===== config.mk =====
export PLATFORM = sky130hd
export DESIGN_NAME = fpAdder
export DESIGN_NICKNAME = d
export VERILOG_FILES = /design/src/fpAddPkg.sv /design/src/fpAlign.sv /design/src/fpMantissaAdd.sv /design/src/fpNormalize.sv /design/src/fpAddControl.sv /design/src/fpAdder.sv
export SDC_FILE = /design/constraint.sdc
export NUM_CORES = 1
export LEC_CHECK = 0
export CAP_MARGIN = 10
export CORE_ASPECT_RATIO = 2
export CORE_UTILIZATION = 45
export CTS_CLUSTER_SIZE = 24
export DETAILED_ROUTE_END_ITERATION = 16
export DONT_BUFFER_PORTS = 1
export GPL_TIMING_DRIVEN = 0
export PLACE_DENSITY_LB_ADDON = 0.1
export SYNTH_ARGS = -nofsm -noshare
export SYNTH_HDL_FRONTEND = slang
export SYNTH_SLANG_ARGS = --single-unit

===== constraint.sdc =====
create_clock -name clk -period 7 [get_ports clk]
set_clock_uncertainty 0.15 [all_clocks]
set_input_delay 0.35 -clock clk [delete_from_list [all_inputs] [get_ports clk]]
set_output_delay 0.35 -clock clk [all_outputs]
set_load 0.01 [all_outputs]

===== src/fpAddPkg.sv =====
// Single-precision adder types
package fpAddPkg;

    // Packed IEEE-754 word with sign then exponent then fraction
    typedef logic [31:0] fpWord;

    // Biased exponent
    typedef logic [7:0] expField;

    // Stored fraction without the hidden bit
    typedef logic [22:0] fracField;

    // Fraction with the hidden bit restored
    typedef logic [23:0] mantissa;

    // Guard, round and sticky below the mantissa LSB
    typedef logic [2:0] grsBits;

    // Exponent of infinities and NaNs
    localparam expField expMax = 8'hFF;

    // Handshake control
    typedef enum logic [1:0]
    {
        idle = 2'd0,    // Waiting for req
        busy = 2'd1,    // Pipeline filling
        done = 2'd2     // ack held until req drops
    } ctlState;

endpackage


===== src/fpAlign.sv =====
// Exponent alignment stage
`timescale 1ns/10ps

module fpAlign
(
    input  logic              clk,
    input  logic              reset,
    input  fpAddPkg::fpWord   opA,
    input  fpAddPkg::fpWord   opB,
    input  logic              subtract,
    output fpAddPkg::mantissa bigMant,
    output fpAddPkg::mantissa smallMant,
    output fpAddPkg::expField alignedExp,
    output fpAddPkg::grsBits  grs,
    output logic              signBig,
    output logic              signSmall,
    output fpAddPkg::fpWord   wordA,
    output fpAddPkg::fpWord   wordB
);
    import fpAddPkg::*;

    logic     signA;
    logic     signB;
    expField  expA;
    expField  expB;
    fracField fracA;
    fracField fracB;
    mantissa  mantA;
    mantissa  mantB;
    logic     aIsBig;
    expField  bigExp;
    expField  smallExp;
    mantissa  bigMantC;
    mantissa  smallMantC;
    expField  expDiff;
    logic [4:0]  shiftAmt;
    logic [49:0] shiftWide;     // Mantissa over 26 bits of spill room
    fpWord    adjB;

    // Unpack fields
    always_comb
    begin
        signA = opA[31];
        signB = opB[31] ^ subtract;     // a - b is a + (-b)
        expA  = opA[30:23];
        expB  = opB[30:23];
        fracA = opA[22:0];
        fracB = opB[22:0];
        adjB  = {signB, opB[30:0]};

        // Subnormals read as zero
        mantA = (expA == 8'd0) ? 24'd0 : {1'b1, fracA};
        mantB = (expB == 8'd0) ? 24'd0 : {1'b1, fracB};
    end

    // Order by magnitude and shift the smaller one right
    always_comb
    begin
        aIsBig     = {expA, mantA} >= {expB, mantB};
        bigExp     = aIsBig ? expA  : expB;
        smallExp   = aIsBig ? expB  : expA;
        bigMantC   = aIsBig ? mantA : mantB;
        smallMantC = aIsBig ? mantB : mantA;

        expDiff = bigExp - smallExp;
        // Past 26 every bit ends up in sticky anyway
        shiftAmt  = (expDiff > 8'd26) ? 5'd26 : expDiff[4:0];
        shiftWide = {smallMantC, 26'd0} >> shiftAmt;
    end

    always_ff @(posedge clk)
    begin
        if (reset)
        begin
            bigMant    <= '0;
            smallMant  <= '0;
            alignedExp <= '0;
            grs        <= '0;
            signBig    <= 1'b0;
            signSmall  <= 1'b0;
            wordA      <= '0;
            wordB      <= '0;
        end
        else
        begin
            bigMant    <= bigMantC;
            smallMant  <= shiftWide[49:26];
            alignedExp <= bigExp;
            grs        <= {shiftWide[25], shiftWide[24], |shiftWide[23:0]};
            signBig    <= aIsBig ? signA : signB;
            signSmall  <= aIsBig ? signB : signA;
            wordA      <= opA;
            wordB      <= adjB;     // Carries the flipped sign when subtracting
        end
    end

endmodule


===== src/fpMantissaAdd.sv =====
// Mantissa addition stage
`timescale 1ns/10ps

module fpMantissaAdd
(
    input  logic              clk,
    input  logic              reset,
    input  fpAddPkg::mantissa bigMant,
    input  fpAddPkg::mantissa smallMant,
    input  fpAddPkg::expField alignedExp,
    input  fpAddPkg::grsBits  grs,
    input  logic              signBig,
    input  logic              signSmall,
    output fpAddPkg::mantissa sumMant,
    output logic              carryOut,
    output logic              sumSign,
    output fpAddPkg::grsBits  sumGrs,
    output fpAddPkg::expField sumExp
);
    import fpAddPkg::*;

    logic [26:0] bigExt;        // Mantissa with three extra low bits
    logic [26:0] smallExt;
    logic [27:0] total;
    logic        signC;

    always_comb
    begin
        bigExt   = {bigMant, 3'b000};
        smallExt = {smallMant, grs};

        // Big is never below small so the difference stays positive
        if (signBig == signSmall)
            total = {1'b0, bigExt} + {1'b0, smallExt};
        else
            total = {1'b0, bigExt} - {1'b0, smallExt};

        // Exact zero is +0 unless both inputs were negative
        if (total == 28'd0)
            signC = signBig & signSmall;
        else
            signC = signBig;
    end

    always_ff @(posedge clk)
    begin
        if (reset)
        begin
            sumMant  <= '0;
            carryOut <= 1'b0;
            sumSign  <= 1'b0;
            sumGrs   <= '0;
            sumExp   <= '0;
        end
        else
        begin
            sumMant  <= total[26:3];
            carryOut <= total[27];
            sumSign  <= signC;
            sumGrs   <= total[2:0];
            sumExp   <= alignedExp;    // Adjusted later in normalize
        end
    end

endmodule


===== src/fpNormalize.sv =====
// Normalize and round stage
`timescale 1ns/10ps

module fpNormalize
(
    input  logic              clk,
    input  logic              reset,
    input  fpAddPkg::mantissa sumMant,
    input  logic              carryOut,
    input  logic              sumSign,
    input  fpAddPkg::grsBits  sumGrs,
    input  fpAddPkg::expField sumExp,
    input  fpAddPkg::fpWord   wordA,
    input  fpAddPkg::fpWord   wordB,
    output fpAddPkg::fpWord   result
);
    import fpAddPkg::*;

    localparam fpWord defaultNan = 32'h7FFF_FFFF;   // Inf minus inf

    logic        aNan;
    logic        bNan;
    logic        aInf;
    logic        bInf;
    logic [4:0]  lzc;
    logic [26:0] shifted;
    mantissa     normMant;
    grsBits      normGrs;
    logic [8:0]  normExp;       // Extra bit catches overflow
    logic [8:0]  finalExp;
    logic        isZero;
    logic        roundUp;
    logic [24:0] rounded;
    fracField    roundFrac;
    fpWord       nextResult;

    // Leading zeros of a 24-bit mantissa or 24 when all clear
    function automatic logic [4:0] countZeros(input mantissa value);
        logic [4:0] count;
        count = 5'd24;
        for (int i = 0; i < 24; i++)
        begin
            if (value[i])
                count = 5'(23 - i);     // Highest set bit wins
        end
        return count;
    endfunction

    // Special operand classes
    always_comb
    begin
        aNan = (wordA[30:23] == expMax) && (fracField'(wordA[22:0]) != '0);
        bNan = (wordB[30:23] == expMax) && (fracField'(wordB[22:0]) != '0);
        aInf = (wordA[30:23] == expMax) && (fracField'(wordA[22:0]) == '0);
        bInf = (wordB[30:23] == expMax) && (fracField'(wordB[22:0]) == '0);
    end

    always_comb
    begin
        lzc      = countZeros(sumMant);
        shifted  = {sumMant, sumGrs} << lzc;
        normMant = shifted[26:3];
        normGrs  = shifted[2:0];
        normExp  = {1'b0, sumExp} - {4'd0, lzc};
        isZero   = 1'b0;

        if (carryOut)
        begin
            // One bit right with the old LSB moving into guard
            normMant = {1'b1, sumMant[23:1]};
            normGrs  = {sumMant[0], sumGrs[2], |sumGrs[1:0]};
            normExp  = {1'b0, sumExp} + 9'd1;
        end
        else if ((lzc == 5'd24) || ({3'd0, lzc} >= sumExp))
            isZero = 1'b1;     // Cancelled or would land below exponent 1

        // Round to nearest with ties to even
        roundUp = normGrs[2] & (normGrs[1] | normGrs[0] | normMant[0]);
        rounded = {1'b0, normMant} + {24'd0, roundUp};

        if (rounded[24])
        begin
            roundFrac = rounded[23:1];
            finalExp  = normExp + 9'd1;     // Rounding carried out of the mantissa
        end
        else
        begin
            roundFrac = rounded[22:0];
            finalExp  = normExp;
        end

        // NaN first, then infinities, then the computed value
        if (aNan)
            nextResult = wordA;
        else if (bNan)
            nextResult = wordB;
        else if (aInf && bInf)
            nextResult = (wordA[31] == wordB[31]) ? wordA : defaultNan;
        else if (aInf)
            nextResult = wordA;
        else if (bInf)
            nextResult = wordB;
        else if (isZero)
            nextResult = {sumSign, 31'd0};
        else if (finalExp >= 9'd255)
            nextResult = {sumSign, expMax, 23'd0};     // Overflow to infinity
        else
            nextResult = {sumSign, finalExp[7:0], roundFrac};
    end

    always_ff @(posedge clk)
    begin
        if (reset)
            result <= '0;
        else
            result <= nextResult;
    end

endmodule


===== src/fpAddControl.sv =====
// Handshake control FSM
`timescale 1ns/10ps

module fpAddControl
(
    input  logic clk,
    input  logic reset,
    input  logic req,
    output logic ack
);
    import fpAddPkg::*;

    ctlState    state;
    logic [1:0] busyCount;      // Cycles spent in busy

    always_ff @(posedge clk)
    begin
        if (reset)
        begin
            state     <= idle;
            busyCount <= 2'd0;
        end
        else
        begin
            case (state)
                idle:
                begin
                    busyCount <= 2'd0;
                    if (req)
                        state <= busy;  // Operands are already in the align stage
                end

                busy:
                begin
                    busyCount <= busyCount + 2'd1;
                    // Third busy cycle ends here
                    if (busyCount == 2'd2)
                        state <= done;
                end

                done:
                begin
                    // Held until the requester drops req
                    if (!req)
                        state <= idle;
                end

                default:
                begin
                    state <= idle;
                end
            endcase
        end
    end

    assign ack = (state == done);

endmodule


===== src/fpAdder.sv =====
// Floating-point adder top level
`timescale 1ns/10ps

module fpAdder
(
    input  logic            clk,
    input  logic            reset,
    input  logic            req,
    input  logic            subtract,
    input  fpAddPkg::fpWord opA,
    input  fpAddPkg::fpWord opB,
    output logic            ack,
    output fpAddPkg::fpWord result
);
    import fpAddPkg::*;

    mantissa bigMant;
    mantissa smallMant;
    expField alignedExp;
    grsBits  grs;
    logic    signBig;
    logic    signSmall;
    fpWord   wordA;
    fpWord   wordB;

    mantissa sumMant;
    logic    carryOut;
    logic    sumSign;
    grsBits  sumGrs;
    expField sumExp;

    fpAddControl control (.clk(clk), .reset(reset), .req(req), .ack(ack));

    fpAlign align (
        .clk(clk), .reset(reset), .opA(opA), .opB(opB), .subtract(subtract),
        .bigMant(bigMant), .smallMant(smallMant), .alignedExp(alignedExp), .grs(grs),
        .signBig(signBig), .signSmall(signSmall), .wordA(wordA), .wordB(wordB)
    );

    fpMantissaAdd mantAdd (
        .clk(clk), .reset(reset), .bigMant(bigMant), .smallMant(smallMant),
        .alignedExp(alignedExp), .grs(grs), .signBig(signBig), .signSmall(signSmall),
        .sumMant(sumMant), .carryOut(carryOut), .sumSign(sumSign), .sumGrs(sumGrs),
        .sumExp(sumExp)
    );

    fpNormalize normalize (
        .clk(clk), .reset(reset), .sumMant(sumMant), .carryOut(carryOut),
        .sumSign(sumSign), .sumGrs(sumGrs), .sumExp(sumExp),
        .wordA(wordA), .wordB(wordB), .result(result)
    );

endmodule


# Word level (Yosys, flattened, before mapping)
# Index checks and enable logic that the tools add are counted.
[totals]
register_bits = 198
latchBits = 0
ram_bits = 0
mem_bits_ro = 0
output_inout_bits = 33
wordCells = 119
mem_count = 0
[classes]
addsub = 8
mul = 0
div = 0
magnitude_cmp = 4
eq_ne = 11
shift = 2
mux = 55
bitwise_logic = 5
reduce_logical = 18
[op_table]
columns = ["cell", "count"]
rows = [
  ["2-to-1 mux 32 bit", 6],
  ["2-to-1 mux 24 bit", 5],
  ["2-to-1 mux 5 bit", 17],
  ["2-to-1 mux 31 bit", 2],
  ["right shift 50 x 5 -> 50 bit", 1],
  ["logical NOT 23 bit", 2],
  ["nonzero test 23 bit", 2],
  ["greater-or-equal comparator 32 bit", 1],
  ["2-to-1 mux 4 bit", 8],
  ["adder 27 x 27 -> 28 bit", 1],
  ["logical NOT 28 bit", 1],
  ["2-to-1 mux 28 bit", 1],
  ["subtractor 27 x 27 -> 28 bit", 1],
  ["<< shifter 27 x 5 -> 27 bit", 1],
  ["adder 24 x 1 -> 25 bit", 1],
  ["OR reduction 24 bit", 1],
  ["2-to-1 mux 23 bit", 1],
  ["2-to-1 mux 9 bit", 2],
  ["== test 8 bit (second input constant)", 2],
  ["logical NOT 8 bit", 2],
  ["2-to-1 mux 8 bit", 2],
  ["adder 8 x 1 -> 9 bit (second input constant)", 1],
  ["adder 9 x 1 -> 9 bit (second input constant)", 1],
  ["greater-or-equal comparator 9 x 8 -> 1 bit (second input constant)", 1],
  ["25 further kinds", 40],
]

# Logic depth before layout (Yosys ltp)
[depth]
word_depth = 39
depth_mapped = 28

# By module
# A second synthesis with hierarchy kept.
[hier_totals]
cells_unflattened = 2122
hier_area_um2 = 16218.1
[by_module_without_submodules]
columns = ["mod", "instances", "cells_each", "area_each_um2"]
rows = [
  ["fpAlign", 1, 879, 7236.9],
  ["fpNormalize", 1, 715, 4923.5],
  ["fpMantissaAdd", 1, 509, 3877.5],
  ["fpAddControl", 1, 19, 180.2],
]

# Worst setup path after synthesis
# Ideal clock, no wire load.
[synth_timing]
path_type = "input to register"
from = "input opA[24]"
to = "register align.grs[0]"
setup_ns = 0.133
arrival_time_ns = 5.880
slack_ns = 0.837
cell_stages = 24
path_buffers = 4
cell_sequence = "nor4_1 nand2_1 clkbuf_1 and2_1 ha_1 or4_1 a211oi_1 nor4_1 or3_1 clkbuf_1 nor2_1 mux2_2 or3b_2 o211ai_1 o311a_1 buf_2 buf_1 nand3_1 a31oi_1 o22ai_1 a2111oi_0 nand4_1 nor4_1 o22ai_1"
[synth_via]
elab_chain_len = 9
word_cells_on_any_way = 11
classes_between = "add/sub (1); order compare (2); shift (1); mux (5); reduce/logical (2)"
[synth_lines]
columns = ["item", "line_no", "text"]
rows = [
  ["start, declared", "fpAdder.sv:10", "input fpAddPkg::fpWord opA,"],
  ["logical NOT 8 bit", "fpAlign.sv:52", "mantA = (expA == 8'd0) ? 24'd0 : {1'b1, fracA};"],
  ["2-to-1 mux 24 bit", "fpAlign.sv:52", ""],
  ["greater-or-equal comparator 32 bit", "fpAlign.sv:59", "aIsBig = {expA, mantA} >= {expB, mantB};"],
  ["2-to-1 mux 8 bit, on equally long branches", "fpAlign.sv:60, fpAlign.sv:61", ""],
  ["subtractor 8 bit", "fpAlign.sv:65", "expDiff = bigExp - smallExp;"],
  ["greater-than comparator 8 x 5 -> 1 bit", "fpAlign.sv:67", "shiftAmt = (expDiff > 8'd26) ? 5'd26 : expDiff[4:0];"],
  ["2-to-1 mux 5 bit", "fpAlign.sv:67", ""],
  ["right shift 50 x 5 -> 50 bit (*)", "fpAlign.sv:68", "shiftWide = {smallMantC, 26'd0} >> shiftAmt;"],
  ["OR reduction 24 bit (*)", "fpAlign.sv:89", "grs <= {shiftWide[25], shiftWide[24], |shiftWide[23:0]};"],
  ["end signal, assigned", "fpAlign.sv:89", ""],
  ["end, declared", "fpAlign.sv:14", "output fpAddPkg::grsBits grs,"],
]
# Every way passes the cells marked *; elsewhere a longest branch is shown, timed or not.
# A chain may end at the register's enable or synchronous reset.

# Worst setup path after layout
[layout_timing]
from = "register mantAdd.sumMant[2]"
to = "register normalize.result[11]"
[layout_via]
elab_chain_len = 37
word_cells_on_any_way = 47
classes_between = "add/sub (3); order compare (2); eq/ne (1); shift (1); mux (36); bitwise (3); reduce/logical (1)"
[layout_lines]
columns = ["item", "line_no", "text"]
rows = [
  ["start, declared", "fpMantissaAdd.sv:14", "output fpAddPkg::mantissa sumMant,"],
  ["start signal, assigned", "fpMantissaAdd.sv:57", "sumMant <= total[26:3];"],
  ["2-to-1 mux 4 bit (6 in a row)", "fpNormalize.sv:43", "if (value[i])"],
  ["2-to-1 mux 5 bit (16 in a row)", "fpNormalize.sv:43", ""],
  ["<< shifter 27 x 5 -> 27 bit", "fpNormalize.sv:61", "shifted = {sumMant, sumGrs} << lzc;"],
  ["2-to-1 mux 3 bit", "fpNormalize.sv:67", "if (carryOut)"],
  ["bitwise OR 1 bit (2 in a row)", "fpNormalize.sv:78", "roundUp = normGrs[2] & (normGrs[1] | normGrs[0] | normMant[0]);"],
  ["AND 1 bit", "fpNormalize.sv:78", ""],
  ["adder 24 x 1 -> 25 bit", "fpNormalize.sv:79", "rounded = {1'b0, normMant} + {24'd0, roundUp};"],
  ["2-to-1 mux 9 bit", "fpNormalize.sv:81", "if (rounded[24])"],
  ["greater-or-equal comparator 9 x 8 -> 1 bit", "fpNormalize.sv:105", "else if (finalExp >= 9'd255)"],
  ["2-to-1 mux 31 bit", "fpNormalize.sv:105", ""],
  ["2-to-1 mux 31 bit (*)", "fpNormalize.sv:103", "else if (isZero)"],
  ["2-to-1 mux 32 bit (*)", "fpNormalize.sv:101", "else if (bInf)"],
  ["2-to-1 mux 32 bit (*)", "fpNormalize.sv:99", "else if (aInf)"],
  ["2-to-1 mux 32 bit (*)", "fpNormalize.sv:97", "else if (aInf && bInf)"],
  ["2-to-1 mux 32 bit (*)", "fpNormalize.sv:95", "else if (bNan)"],
  ["2-to-1 mux 32 bit (*)", "fpNormalize.sv:93", "if (aNan)"],
  ["end signal, assigned", "fpNormalize.sv:116", "result <= nextResult;"],
  ["end, declared", "fpNormalize.sv:15", "output fpAddPkg::fpWord result"],
]
# Marks and branches as above.

==> qor.yml <==
global_routing:
  grt_start_max_net_pins: 23
  grt_pass1_vias: 16600
  gr-total-overflow: 0
  antenna_found_initial: 2
  track_usage_pct: 41.4
  grt_pass1_wl_um: 105000
yosys:
  synthMuxAreaShare_pct: 6.74
  synth_top_family_by_area: "simple AND/OR/NAND/NOR gates"
  synth_seq_cells: 198
  synthAdderAreaFrac_pct: 8.02
  async_flop_share_pct: 0
  synth_simple_gate_area_share_pct: 25.9
  ys.flop_type: "dfxtp_1"
  syn-cell-area_um2: 15300
  avgSynthCellArea_um2: 7.57
  synth_fp_nets: 2188
  ys_warn_count: 0
  synth_edf_count: 0
  yosys.area_share.xor_xnor_pct: 3.72
  syn_inst: 2023
  synth_compound_area_share_pct: 24.3
  synth.distinct_cells: 84
  ys_seq_area_share_pct: 25.9
status:
  status: "completed"
finish:
  fin_util_pct: 52.4
  final_nets: 2292
  drive_gt1_share_pct: 7.52
  stdcell_count: 2581
  final_cell_mix: "nor2_1, nand2_1, dfxtp_1"
  fin_area_um2: 17600
  final_common_cell: "nor2_1"
  syn2layout_area_growth_pct: 14.7
placement:
  placed_cells: 2462
  io_buffers: 0
  dp.final_hpwl_um: 57000
  placed_area_um2: 15900
  gp_congestion: 1.10
timing:
  grt_setup_unrepaired: "yes"
  fin_crit_sh_pct: 97.4
  setup_violations: 0
  period_needed_ns: 6.82
  finalHoldViolations: 0
  worst_pin_slew_ns: 1.34
  setup-tns-final_ns: 0
  fmax_mhz: 147
  slew-limit-headroom_pct: 9.87
  final-max-slew-violation-count: 0
worst_setup_path:
  worstSetupPathType: "flop to flop"
  critPathRequiredTime_ns: 7.20
  slowest_delay_ns: 0.70
  crit_buf_inv: 6
  endpoint_kind: "flop"
  cp_top_family: "compound AO/OA/AOI/OAI gates"
  cp_slowest_cell: "a2111oi_4"
  worst_setup_path_start_kind: "flop"
  critical_path_arrival_ns: 7.02
  crit_chain: "inv_1 -> a21oi_1 -> o21bai_1 -> a21oi_1 -> o21ai_1 -> a2111oi_4 -> nor2_4 -> inv_2 -> buf_8 -> mux2_2 -> o41ai_4 -> ha_2 -> nand2_1 -> or4_1 -> buf_2 -> or4_1 -> buf_2 -> or3_1 -> a22oi_2 -> buf_4 -> a31oi_1 -> or3_1 -> a21oi_1"
  cp_common_cell: "a21oi_1"
  cp_max_fo: 20
clocking:
  htreeDepth: 4
  clkTransAtPathRegs_ns: 0.07
  clkSinkCount: 198
  ctsRootBufferMaster: "clkbuf_16"
  cts_tree: "yes"
  cts_buffers: 17
  clk_latency_ns: 0.46
  cts.path.max_buffers: 2
power:
  ir_worst_vdd_mv: 0.193
  power.density_nw_per_um2: 313
  p_leak_nw: 6.93
die:
  io_pins: 101
  fp.dieH_um: 263
  num_rows: 95
  initial_utilization_pct: 45.7
  die_w_um: 132
  coreArea_um2: 33500
  die_area_um2: 34800
route:
  drt_wl_total_um: 72600
  ant_nets: 0
  drtPass1Iterations: 5
  routedWlPerCell_um: 28.1
  drc: 0
  via_count: 16600
  via_per_inst: 6.42
  drt_iter0_drc: 1266
run:
  drv_cap: 0
worst_hold_path:
  min-delay-path-class: "primary input to flop"
[power breakdown]
| part | internal [mW] | switching [mW] | total (mW) |
|---|---|---|---|
| Combinational | 1.07 | 2.02 | 3.08 |
| Clock | 0.499 | 0.514 | 1.01 |
| Sequential | 1.26 | 0.149 | 1.41 |
| Total | 2.82 | 2.68 | 5.50 |
[flip-flops by register name (all words and copies together), names as in the netlist, 2 cells and up]
name and count:
mantAdd.sumMant 24, align.wordA 32, align.smallMant 24, align.wordB 32, align.bigMant 24, normalize.result 32, align.grs 3, align.alignedExp 8
control.busyCount 2, control.state 2, mantAdd.sumExp 8, mantAdd.sumGrs 3
[per-layer routing]
| metal | vias up | routed length [um] | track usage (%) |
|---|---|---|---|
| li1 | 7551 | - | - |
| met1 | 7760 | 22200 | 36.3 |
| met2 | 888 | 37000 | 75.3 |
| met3 | 376 | 4180 | 6.71 |
| met4 | 0 | 9240 | 45.3 |
| met5 | - | 0 | 0 |
[cell type report]
| type | instances | area, um^2 |
|---|---|---|
| tap | 436 | 546 |
| buffer | 122 | 523 |
| clock buffer | 18 | 439 |
| sequential | 198 | 3970 |
| clock inverter | 14 | 188 |
| multi-input combinational | 1614 | 10700 |
| antenna | 5 | 12.5 |
| fill | 3363 | 16000 |
| inverter | 88 | 334 |
| timing repair buffer | 86 | 826 |
[stage by stage]
step                hold WS, ns  setup WS (ns)  power, mW
global placement          0.277          -2.02       4.22
finish                   0.0290          0.183       5.50
global route            0.00148        -0.0287       5.72
detailed placement        0.284          -1.94       4.22
floorplan                 0.264          0.837       3.29
CTS                     0.00164         0.0164       5.29
[path summary, 6_finish.rpt]
path	startpoint	end	slack (ns)	cells after the start
setup / recovery	mantAdd.sumMant[2]	normalize.result[11]	0.18	23
hold reg to reg	align.alignedExp[0]	mantAdd.sumExp[0]	0.30	1
hold / removal	opB[15]	align.bigMant[15]	0.03	2
setup reg to reg	mantAdd.sumMant[2]	normalize.result[11]	0.18	23
[cells by family (layout without fill, tap and decap cells)]
family                     Yosys count  count (layout)
AOI/OAI and AO/OA                  562             562
DFF                                198             198
and+or+nand+nor                    811             811
buffers and inverters              211             328
muxes                               79              79
other                                0               5
adders and majority gates           97              97
xor gates and xnor gates            65              65
[timing repair]
item / CTS / global route
hold endpoints to repair: 90 / 2
pin swaps: 2 / 8
hold buffers: 70 / 3
resized for setup: 27 / 42
setup endpoints to repair: 58 / 37
buffers inserted: 2 / 6
[synthesized netlist by cell type, types with 11 or more instances]
library cell  count  area, um^2
ha_1             95        1190
o31ai_1          18         135
mux2i_1          48         480
nand2b_1         15        93.8
a21o_1           20         150
clkbuf_1         94         353
a21oi_1         156         781
and2_1           38         238
xnor2_1          43         377
dfxtp_1         198        3960
inv_1            84         315
mux4_2           18         405
o21a_1           17         128
nor2b_1          82         513
a22o_1           20         175
a221oi_1         13         114
or3_1            22         138
o211ai_1         26         195
nand3_1          50         250
nor4_1           37         231
nand2_1         213         800
mux2_2           13         146
a211oi_1         19         143
a31oi_1          22         138
buf_1            11        41.3
buf_2            14        70.1
and3_1           16         100
nor2_1          217         815
o21ai_1          13        65.1
o21ai_0         101         505
xor2_1           22         193
nand4_1          22         138
nor3_1           52         260
o22ai_1          15        93.8
No activity file was read; power rests on OpenSTA's default activity.
